### config.mk
export PLATFORM = sky130hd
export DESIGN_NAME = mpeg_sys_parser
export DESIGN_NICKNAME = d
export VERILOG_FILES = /design/src/hdl/mpeg_sys_pkg.sv /design/src/hdl/serial_byte_assembler.sv /design/src/hdl/start_code_detector.sv /design/src/hdl/pack_header_parser.sv /design/src/hdl/system_header_parser.sv /design/src/hdl/mpeg_sys_parser.sv
export SDC_FILE = /design/constraint.sdc
export NUM_CORES = 1
export LEC_CHECK = 0
export ABC_AREA = 1
export BUFFER_PORTS_ARGS = -buffer_cell sky130_fd_sc_hd__buf_2
export CAP_MARGIN = 40
export CORE_ASPECT_RATIO = 0.7
export CORE_UTILIZATION = 61
export DETAILED_ROUTE_END_ITERATION = 6
export PLACE_DENSITY = 0.82
export SLEW_MARGIN = 20
export SYNTH_ARGS = -nofsm -noshare
export SYNTH_HDL_FRONTEND = slang
export SYNTH_SLANG_ARGS = --single-unit
### constraint.sdc
create_clock -name clk -period 13.92 [get_ports clk]
set_input_delay 1.392 -clock clk [delete_from_list [all_inputs] [get_ports clk]]
set_output_delay 1.392 -clock clk [all_outputs]
set_load 0.05 [all_outputs]
### src/hdl/mpeg_sys_pkg.sv
/*
 * Shared field types and start code constants for the MPEG-1 system
 * stream header parser. Every stage imports this package; field widths
 * follow the MPEG-1 system layer syntax.
 */

package mpeg_sys_pkg;

	// one byte of the incoming stream
	typedef logic [7:0] byte_t;

	// 90 kHz system clock reference
	typedef logic [32:0] scr_t;

	// mux rate and rate bound, units of 50 bytes/s
	typedef logic [21:0] rate_t;

	// system header length, counts bytes after the length field
	typedef logic [15:0] hdr_len_t;

	typedef logic [7:0] stream_id_t;

	// std buffer size bound, in 128 or 1024 byte units by scale
	typedef logic [12:0] buf_size_t;

	// last byte of each recognised start code, after 00 00 01
	localparam byte_t PACK_START_CODE          = 8'hBA;
	localparam byte_t SYSTEM_HEADER_START_CODE = 8'hBB;

	// fixed pack header size after the code
	localparam int PACK_HEADER_BYTES = 8;

	// system header bytes between the length field and the stream entries
	localparam int SYS_FIXED_BYTES = 6;

endpackage

### src/hdl/serial_byte_assembler.sv
/*
 * Collects the serial stream into bytes, most significant bit first.
 * stream_bit is taken only on cycles with en high; gaps in en simply
 * hold the partial byte. byte_valid pulses for one cycle once the
 * eighth bit of a byte has been shifted in.
 */

`timescale 1ns/1ps

module serial_byte_assembler (
	input  logic                clk,
	input  logic                reset,
	input  logic                en,
	input  logic                stream_bit,
	output mpeg_sys_pkg::byte_t byte_data,
	output logic                byte_valid
);

	logic [6:0] shift_reg; // first seven bits of the current byte
	logic [2:0] bit_cnt;

	always_ff @(posedge clk) begin
		if (reset) begin
			bit_cnt    <= '0;
			byte_valid <= 1'b0;
			byte_data  <= '0;
		end else begin
			byte_valid <= 1'b0;
			if (en) begin
				bit_cnt <= bit_cnt + 3'd1; // wraps to 0 after bit 7
				if (bit_cnt == 3'd7) begin
					byte_data  <= {shift_reg, stream_bit};
					byte_valid <= 1'b1;
				end
			end
		end
	end

	always_ff @(posedge clk) begin
		if (en)
			shift_reg <= {shift_reg[5:0], stream_bit};
	end

endmodule

### src/hdl/start_code_detector.sv
/*
 * Hunts for the 00 00 01 start code prefix and, on a pack or system
 * header code, forwards the following bytes to that header's parser.
 * Forwarding is combinational with byte_valid. No hunting is done while
 * forwarding, so code-like bytes inside a header stay payload.
 */

`timescale 1ns/1ps

module start_code_detector (
	input  logic                clk,
	input  logic                reset,
	input  mpeg_sys_pkg::byte_t byte_data,
	input  logic                byte_valid,
	input  logic                pack_done,
	input  logic                sys_end,
	output logic                pack_byte_valid,
	output logic                sys_byte_valid
);

	import mpeg_sys_pkg::*;

	typedef enum logic [2:0] {
		hunt_zero,  // no prefix bytes seen
		hunt_zero2, // one 00 seen
		hunt_one,   // 00 00 seen, waiting for 01
		hunt_code,  // full prefix seen
		fwd_pack,
		fwd_sys
	} state_t;

	state_t state;

	always_ff @(posedge clk) begin
		if (reset) begin
			state <= hunt_zero;
		end else begin
			case (state)
				hunt_zero: begin
					if (byte_valid && byte_data == 8'h00)
						state <= hunt_zero2;
				end
				hunt_zero2: begin
					if (byte_valid)
						state <= (byte_data == 8'h00) ? hunt_one : hunt_zero;
				end
				hunt_one: begin
					if (byte_valid) begin
						if (byte_data == 8'h01)
							state <= hunt_code;
						else if (byte_data != 8'h00) // extra zeros keep the prefix alive
							state <= hunt_zero;
					end
				end
				hunt_code: begin
					if (byte_valid) begin
						if (byte_data == PACK_START_CODE)
							state <= fwd_pack;
						else if (byte_data == SYSTEM_HEADER_START_CODE)
							state <= fwd_sys;
						else if (byte_data == 8'h00) // may open the next prefix
							state <= hunt_zero2;
						else
							state <= hunt_zero; // foreign code, drop it
					end
				end
				fwd_pack: begin
					if (pack_done)
						state <= hunt_zero;
				end
				fwd_sys: begin
					if (sys_end) // done or abort
						state <= hunt_zero;
				end
				default: state <= hunt_zero;
			endcase
		end
	end

	assign pack_byte_valid = byte_valid && (state == fwd_pack);
	assign sys_byte_valid  = byte_valid && (state == fwd_sys);

endmodule

### src/hdl/pack_header_parser.sv
/*
 * Unpacks the eight pack header bytes that follow a pack start code.
 * The SCR spans bytes 0 to 4 and the mux rate bytes 5 to 7, with marker
 * bits in between. All fields are published together with a one cycle
 * pack_done pulse after the eighth byte.
 */

`timescale 1ns/1ps

module pack_header_parser (
	input  logic                clk,
	input  logic                reset,
	input  mpeg_sys_pkg::byte_t byte_data,
	input  logic                pack_byte_valid,
	output mpeg_sys_pkg::scr_t  scr,
	output mpeg_sys_pkg::rate_t mux_rate,
	output logic                marker_error,
	output logic                pack_done
);

	import mpeg_sys_pkg::*;

	logic [2:0]  byte_idx;
	logic        marker_bad; // any marker seen so far was 0
	scr_t        scr_acc;
	logic [21:7] mux_acc;    // low 7 bits come with the last byte

	always_ff @(posedge clk) begin
		if (reset) begin
			byte_idx     <= '0;
			marker_bad   <= 1'b0;
			pack_done    <= 1'b0;
			scr          <= '0;
			mux_rate     <= '0;
			marker_error <= 1'b0;
		end else begin
			pack_done <= 1'b0;
			if (pack_byte_valid) begin
				case (byte_idx)
					3'd0:       marker_bad <= ~byte_data[0]; // new header, restart check
					3'd2, 3'd4: marker_bad <= marker_bad | ~byte_data[0];
					3'd5:       marker_bad <= marker_bad | ~byte_data[7];
					default:    ;
				endcase
				if (byte_idx == 3'(PACK_HEADER_BYTES - 1)) begin
					byte_idx     <= '0;
					pack_done    <= 1'b1;
					scr          <= scr_acc;
					mux_rate     <= {mux_acc, byte_data[7:1]};
					marker_error <= marker_bad | ~byte_data[0];
				end else begin
					byte_idx <= byte_idx + 3'd1;
				end
			end
		end
	end

	// field bits; byte 0 upper nibble is the 0010 pattern and is not kept
	always_ff @(posedge clk) begin
		if (pack_byte_valid) begin
			case (byte_idx)
				3'd0:    scr_acc[32:30] <= byte_data[3:1];
				3'd1:    scr_acc[29:22] <= byte_data;
				3'd2:    scr_acc[21:15] <= byte_data[7:1];
				3'd3:    scr_acc[14:7]  <= byte_data;
				3'd4:    scr_acc[6:0]   <= byte_data[7:1];
				3'd5:    mux_acc[21:15] <= byte_data[6:0];
				3'd6:    mux_acc[14:7]  <= byte_data;
				default: ;
			endcase
		end
	end

endmodule

### src/hdl/system_header_parser.sv
/*
 * Parses the system header that follows a system header start code.
 * Reads the length field and the six fixed bytes, pulses sys_done with
 * the bounds and flags, then reports each 3-byte stream entry with
 * entry_valid until the length is used up. An inconsistent length or a
 * bad entry gives sys_abort. sys_end marks either way out.
 */

`timescale 1ns/1ps

module system_header_parser (
	input  logic                      clk,
	input  logic                      reset,
	input  mpeg_sys_pkg::byte_t       byte_data,
	input  logic                      sys_byte_valid,
	output mpeg_sys_pkg::rate_t       rate_bound,
	output logic [5:0]                audio_bound,
	output logic [4:0]                video_bound,
	output logic [3:0]                sys_flags,
	output logic                      sys_done,
	output mpeg_sys_pkg::stream_id_t  entry_stream_id,
	output logic                      entry_buf_scale,
	output mpeg_sys_pkg::buf_size_t   entry_buf_size,
	output logic                      entry_valid,
	output logic                      sys_abort,
	output logic                      sys_end
);

	import mpeg_sys_pkg::*;

	typedef enum logic [2:0] {len_hi, len_lo, fixed, entry, idle} state_t;

	state_t     state;
	logic [2:0] byte_idx;  // fixed byte 0..5 or entry byte 0..2
	hdr_len_t   remaining; // bytes left in the header
	hdr_len_t   rem_next;
	hdr_len_t   len_word;
	byte_t      len_hi_byte;
	rate_t      rate_acc;
	logic [5:0] audio_acc;
	logic [4:0] video_acc;
	logic [3:0] flag_acc;  // fixed, csps, audio lock, video lock
	stream_id_t id_acc;
	logic       scale_acc;
	logic [4:0] size_hi_acc;

	assign rem_next = remaining - 16'd1;
	assign len_word = {len_hi_byte, byte_data};

	always_ff @(posedge clk) begin
		if (reset) begin
			state           <= idle;
			byte_idx        <= '0;
			remaining       <= '0;
			sys_done        <= 1'b0;
			entry_valid     <= 1'b0;
			sys_abort       <= 1'b0;
			sys_end         <= 1'b0;
			rate_bound      <= '0;
			audio_bound     <= '0;
			video_bound     <= '0;
			sys_flags       <= '0;
			entry_stream_id <= '0;
			entry_buf_scale <= 1'b0;
			entry_buf_size  <= '0;
		end else begin
			sys_done    <= 1'b0;
			entry_valid <= 1'b0;
			sys_abort   <= 1'b0;
			sys_end     <= 1'b0;
			case (state)
				idle: begin
					byte_idx <= '0; // rearm for the next header
					state    <= len_hi;
				end
				len_hi: begin
					if (sys_byte_valid)
						state <= len_lo;
				end
				len_lo: begin
					if (sys_byte_valid) begin
						byte_idx <= '0;
						if (len_word < SYS_FIXED_BYTES) begin // too short for fixed part
							sys_abort <= 1'b1;
							sys_end   <= 1'b1;
							state     <= idle;
						end else begin
							remaining <= len_word;
							state     <= fixed;
						end
					end
				end
				fixed: begin
					if (sys_byte_valid) begin
						remaining <= rem_next;
						if (byte_idx == 3'(SYS_FIXED_BYTES - 1)) begin
							byte_idx    <= '0;
							sys_done    <= 1'b1;
							rate_bound  <= rate_acc;
							audio_bound <= audio_acc;
							video_bound <= video_acc;
							sys_flags   <= flag_acc;
							if (rem_next == '0) begin // header without entries
								sys_end <= 1'b1;
								state   <= idle;
							end else if ((rem_next % 16'd3) != 16'd0) begin
								sys_abort <= 1'b1;
								sys_end   <= 1'b1;
								state     <= idle;
							end else begin
								state <= entry;
							end
						end else begin
							byte_idx <= byte_idx + 3'd1;
						end
					end
				end
				entry: begin
					if (sys_byte_valid) begin
						remaining <= rem_next;
						case (byte_idx)
							3'd0: begin
								if (!byte_data[7]) begin // not a stream id
									sys_abort <= 1'b1;
									sys_end   <= 1'b1;
									state     <= idle;
								end else begin
									byte_idx <= 3'd1;
								end
							end
							3'd1: byte_idx <= 3'd2;
							default: begin
								byte_idx        <= '0;
								entry_valid     <= 1'b1;
								entry_stream_id <= id_acc;
								entry_buf_scale <= scale_acc;
								entry_buf_size  <= {size_hi_acc, byte_data};
								if (rem_next == '0) begin
									sys_end <= 1'b1;
									state   <= idle;
								end
							end
						endcase
					end
				end
				default: state <= idle;
			endcase
		end
	end

	// partial fields; marker bits and the reserved byte are skipped
	always_ff @(posedge clk) begin
		if (sys_byte_valid) begin
			case (state)
				len_hi: len_hi_byte <= byte_data;
				fixed: begin
					case (byte_idx)
						3'd0: rate_acc[21:15] <= byte_data[6:0];
						3'd1: rate_acc[14:7]  <= byte_data;
						3'd2: rate_acc[6:0]   <= byte_data[7:1];
						3'd3: begin
							audio_acc     <= byte_data[7:2];
							flag_acc[3:2] <= byte_data[1:0];
						end
						3'd4: begin
							flag_acc[1:0] <= byte_data[7:6];
							video_acc     <= byte_data[4:0];
						end
						default: ;
					endcase
				end
				entry: begin
					case (byte_idx)
						3'd0: id_acc <= byte_data;
						3'd1: begin
							scale_acc   <= byte_data[5]; // top two bits are 11
							size_hi_acc <= byte_data[4:0];
						end
						default: ;
					endcase
				end
				default: ;
			endcase
		end
	end

endmodule

### src/hdl/mpeg_sys_parser.sv
/*
 * Top level of the MPEG-1 system stream header parser. Serial bits go
 * through the byte assembler and the start code detector into the pack
 * and system header parsers, whose results are the outputs here.
 */

`timescale 1ns/1ps

module mpeg_sys_parser (
	input  logic                      clk,
	input  logic                      reset,
	input  logic                      en,
	input  logic                      stream_bit,
	output mpeg_sys_pkg::scr_t        scr,
	output mpeg_sys_pkg::rate_t       mux_rate,
	output logic                      marker_error,
	output logic                      pack_done,
	output mpeg_sys_pkg::rate_t       rate_bound,
	output logic [5:0]                audio_bound,
	output logic [4:0]                video_bound,
	output logic [3:0]                sys_flags,
	output logic                      sys_done,
	output mpeg_sys_pkg::stream_id_t  entry_stream_id,
	output logic                      entry_buf_scale,
	output mpeg_sys_pkg::buf_size_t   entry_buf_size,
	output logic                      entry_valid,
	output logic                      sys_abort
);

	import mpeg_sys_pkg::*;

	byte_t byte_data;
	logic  byte_valid;
	logic  pack_byte_valid;
	logic  sys_byte_valid;
	logic  sys_end; // system parser finished or gave up

	serial_byte_assembler i_serial_byte_assembler (
		.clk        (clk),
		.reset      (reset),
		.en         (en),
		.stream_bit (stream_bit),
		.byte_data  (byte_data),
		.byte_valid (byte_valid)
	);

	start_code_detector i_start_code_detector (
		.clk             (clk),
		.reset           (reset),
		.byte_data       (byte_data),
		.byte_valid      (byte_valid),
		.pack_done       (pack_done),
		.sys_end         (sys_end),
		.pack_byte_valid (pack_byte_valid),
		.sys_byte_valid  (sys_byte_valid)
	);

	pack_header_parser i_pack_header_parser (
		.clk             (clk),
		.reset           (reset),
		.byte_data       (byte_data),
		.pack_byte_valid (pack_byte_valid),
		.scr             (scr),
		.mux_rate        (mux_rate),
		.marker_error    (marker_error),
		.pack_done       (pack_done)
	);

	system_header_parser i_system_header_parser (
		.clk             (clk),
		.reset           (reset),
		.byte_data       (byte_data),
		.sys_byte_valid  (sys_byte_valid),
		.rate_bound      (rate_bound),
		.audio_bound     (audio_bound),
		.video_bound     (video_bound),
		.sys_flags       (sys_flags),
		.sys_done        (sys_done),
		.entry_stream_id (entry_stream_id),
		.entry_buf_scale (entry_buf_scale),
		.entry_buf_size  (entry_buf_size),
		.entry_valid     (entry_valid),
		.sys_abort       (sys_abort),
		.sys_end         (sys_end)
	);

endmodule

==> impl_results.md <==
- Status: completed
- Syn_nets: approximately 1.2k
- Cell Area, Synth: 11000 um^2
- Final hold violation count: 0
- CTS buffer count: 25
- CTS resizes: 0
- Max-cap viol count: 0
- Fin. max-slew vios: 0
- First-pass GRT wire length: about 41000 um
- GRT Resource Usage Total: 28.1%
- Drt total wl: 26300 um
- Insertion delay to the later sink of the worst-skew pair: just over 0.5 ns
- Final GP Congestion: 0.912
- DR pass1 iterations: 6
- Nets: 1341
- FMAX: 167 MHz
- Period utilization: between 40% and 50%
- Slowest CP cell: dfxtp_1
- Total power: 1600 uW
- Post-synthesis sequential area ratio: 60.2%
- Root Driver: clkbuf_16
- Post-synth EDFFs: 114
- Crit path capture type: flop
- Worst path most repeated cell: nand2_1
- Final setup viols: 0
- Via count: 8758
- ANT cells: 0
- Largest net degree at the start of global routing: ~90
- Crit Path Category: reg -> reg
- Total core area: 17400 um^2
- Longest Clk Path Bufs: 3
- Gate Count Post-Synth: 1204
- DRC viols: 0
- Die area: between 15000 and 20000 um^2
- Top Registers: i_pack_header_parser.scr (33), i_pack_header_parser.scr_acc (33)
- Vias in the first global route: 8086
- GRT Residual Overflow: 0
- Worst Hold Class: reg -> reg
- Cts hold-fix bufs: 0
- Row count: 40
- Fraction of registers with async set/reset: 0%
- CTS tree: yes
- Sink Count: 275
- Element type at the critical path start: flop
- Initial Util: 63.4%
- Critical path fanouts, max: 7
- Via/cell ratio: about 5.6
- DRT iter0 DRCs: 1003
- Die height: 115 um
- H-tree depth: 1
- Post-Syn Area per Cell: between 9 and 10 um^2
- Max incr delay on CP: 0.37 ns
- CP arrival: 6.44 ns
- Peak VDD IR: 0.106 mV
- IO Pins: 123
- Slew headroom: 45.7%
- Share of layout cells above drive strength 1: a little under a fifth
- P per Cell Area: 125 nW/um^2
- Postcts setup bufs: 0
- Layout Skew: 0.00920 ns
- CP required: 14.36 ns
- Initial antenna violation count: 0
- Routed len/inst: 16.8 um
- Post-synthesis register bit count: 275
- Remaining antenna violation count: 0
- Yosys warning count: 0
- CTS clock-pin slew for the worst setup and hold paths: 0.07 ns
- Die width: 163 um
- Post-route minimum period: 6.00 ns
- Worst slew pin tran: 0.815 ns
- Setup TNS: 0 ns
- Post-detail-place hpwl: 17000 um
- Static leakage: around 0.0057 uW
- Setup ws final: 7.92 ns
- Unique masters post-synth: 38
- Area grow syn2layout: 15.6%
- Top_reg_cell synth: dfxtp_1
- Placement Setup Slack: 7.98 ns
- Port Buffers: 122
- Unrepaired setup endpoints after global routing: no
## cells by family after synthesis
| logic type | count (synthesis) | synth area share (%) |
|---|---|---|
| compound gates | 194 | 9.61 |
| xor+xnor | 9 | 0.782 |
| fa+ha+maj | 14 | 1.59 |
| buf+inv | 148 | 5.03 |
| flops | 275 | 60.2 |
| simple gates | 564 | 22.8 |
## report_power, final
part / internal (uW) / total, uW / switching (uW) / leakage [uW]
combinational: 19.8 / 64.8 / 45.0 / 0.00296
sequential: 840 / 848 / 8.03 / 0.00236
clock: 395 / 685 / 290 / 0.000406
## critical path: cells and delay by family (launching register included)
kind / cells / cell delay [ns]
adder cells (fa/ha/maj): 3 / 0.62
AND/OR/NAND/NOR: 35 / 3.33
buffers and inverters: 6 / 0.48
flip-flops: 1 / 0.37
AO/OA/AOI/OAI: 8 / 1.07
## routing by layer
layer | vias up | GRT usage, % | wire (um)
li1 | 4263 | - | -
met5 | - | 0 | 0
met2 | 387 | 45.5 | 12100
met1 | 4057 | 38.9 | 11700
met4 | 0 | 8.60 | 559
met3 | 51 | 4.71 | 1970
## per-stage QoR
step	cell area [um^2]	cells	util, %	hold WS (ns)
floorplan	11000	1204	-	0.412
global placement	11800	1518	68.0	0.414
detailed placement	11900	1524	68.4	0.423
CTS	12700	1568	73.1	0.432
global route	12800	1571	73.3	0.451
finish	12800	1571	73.3	0.436
## worst paths after layout
kind	from	to	slack (ns)	cells after the start
setup / recovery	i_system_header_parser.remaining[0]	i_system_header_parser.state[1]	7.92	52
hold / removal	i_pack_header_parser.scr_acc[28]	i_pack_header_parser.scr[28]	0.44	2
setup reg to reg	i_system_header_parser.remaining[0]	i_system_header_parser.state[1]	7.92	52
hold reg to reg	i_pack_header_parser.scr_acc[28]	i_pack_header_parser.scr[28]	0.44	2
## synth_stat cells, types with 2 or more instances
cell        n  area (um^2)
nand2_1   223          837
nor2_1    171          642
dfxtp_1   161         3220
edfxtp_1  114         3420
o21ai_0   104          521
inv_1      90          338
nand3_1    89          445
a21oi_1    50          250
clkbuf_1   42          158
nor3_1     16         80.1
nand2_2    15         93.8
ha_1       14          175
nand3_2    12          120
o21ai_1    11         55.1
nor4_1      9         56.3
nor2_2      8         50.1
a31oi_1     7         43.8
buf_1       7         26.3
inv_2       7         26.3
nand4_1     7         43.8
a221oi_1    6         52.6
xor2_1      6         52.6
nand2_4     5         56.3
nand3b_1    4         30.0
nor2_4      4         45.0
o21ai_2     4         35.0
a211oi_1    3         22.5
a21oi_2     2         17.5
clkinv_1    2         7.51
o22ai_1     2         12.5
xnor2_1     2         17.5
## area by class of cell
class                      count  area [um^2]
tap                          231          289
sequential                   275         6650
clock buffer                  34          709
fill                        1256         4650
clock inverter                10          108
multi-input combinational    781         3850
timing repair buffer         141          786
inverter                      99          373
## layout by cell type, fill, tap and decap left out, types with 25 or more instances in the layout
cell and n:
nand2_1 223, nor2_1 169, dfxtp_1 161, buf_2 126, edfxtp_1 114, o21ai_0 104
inv_1 89, nand3_1 89, a21oi_1 50, clkbuf_16 25
Note: power is estimated with default switching activity, not from simulation.
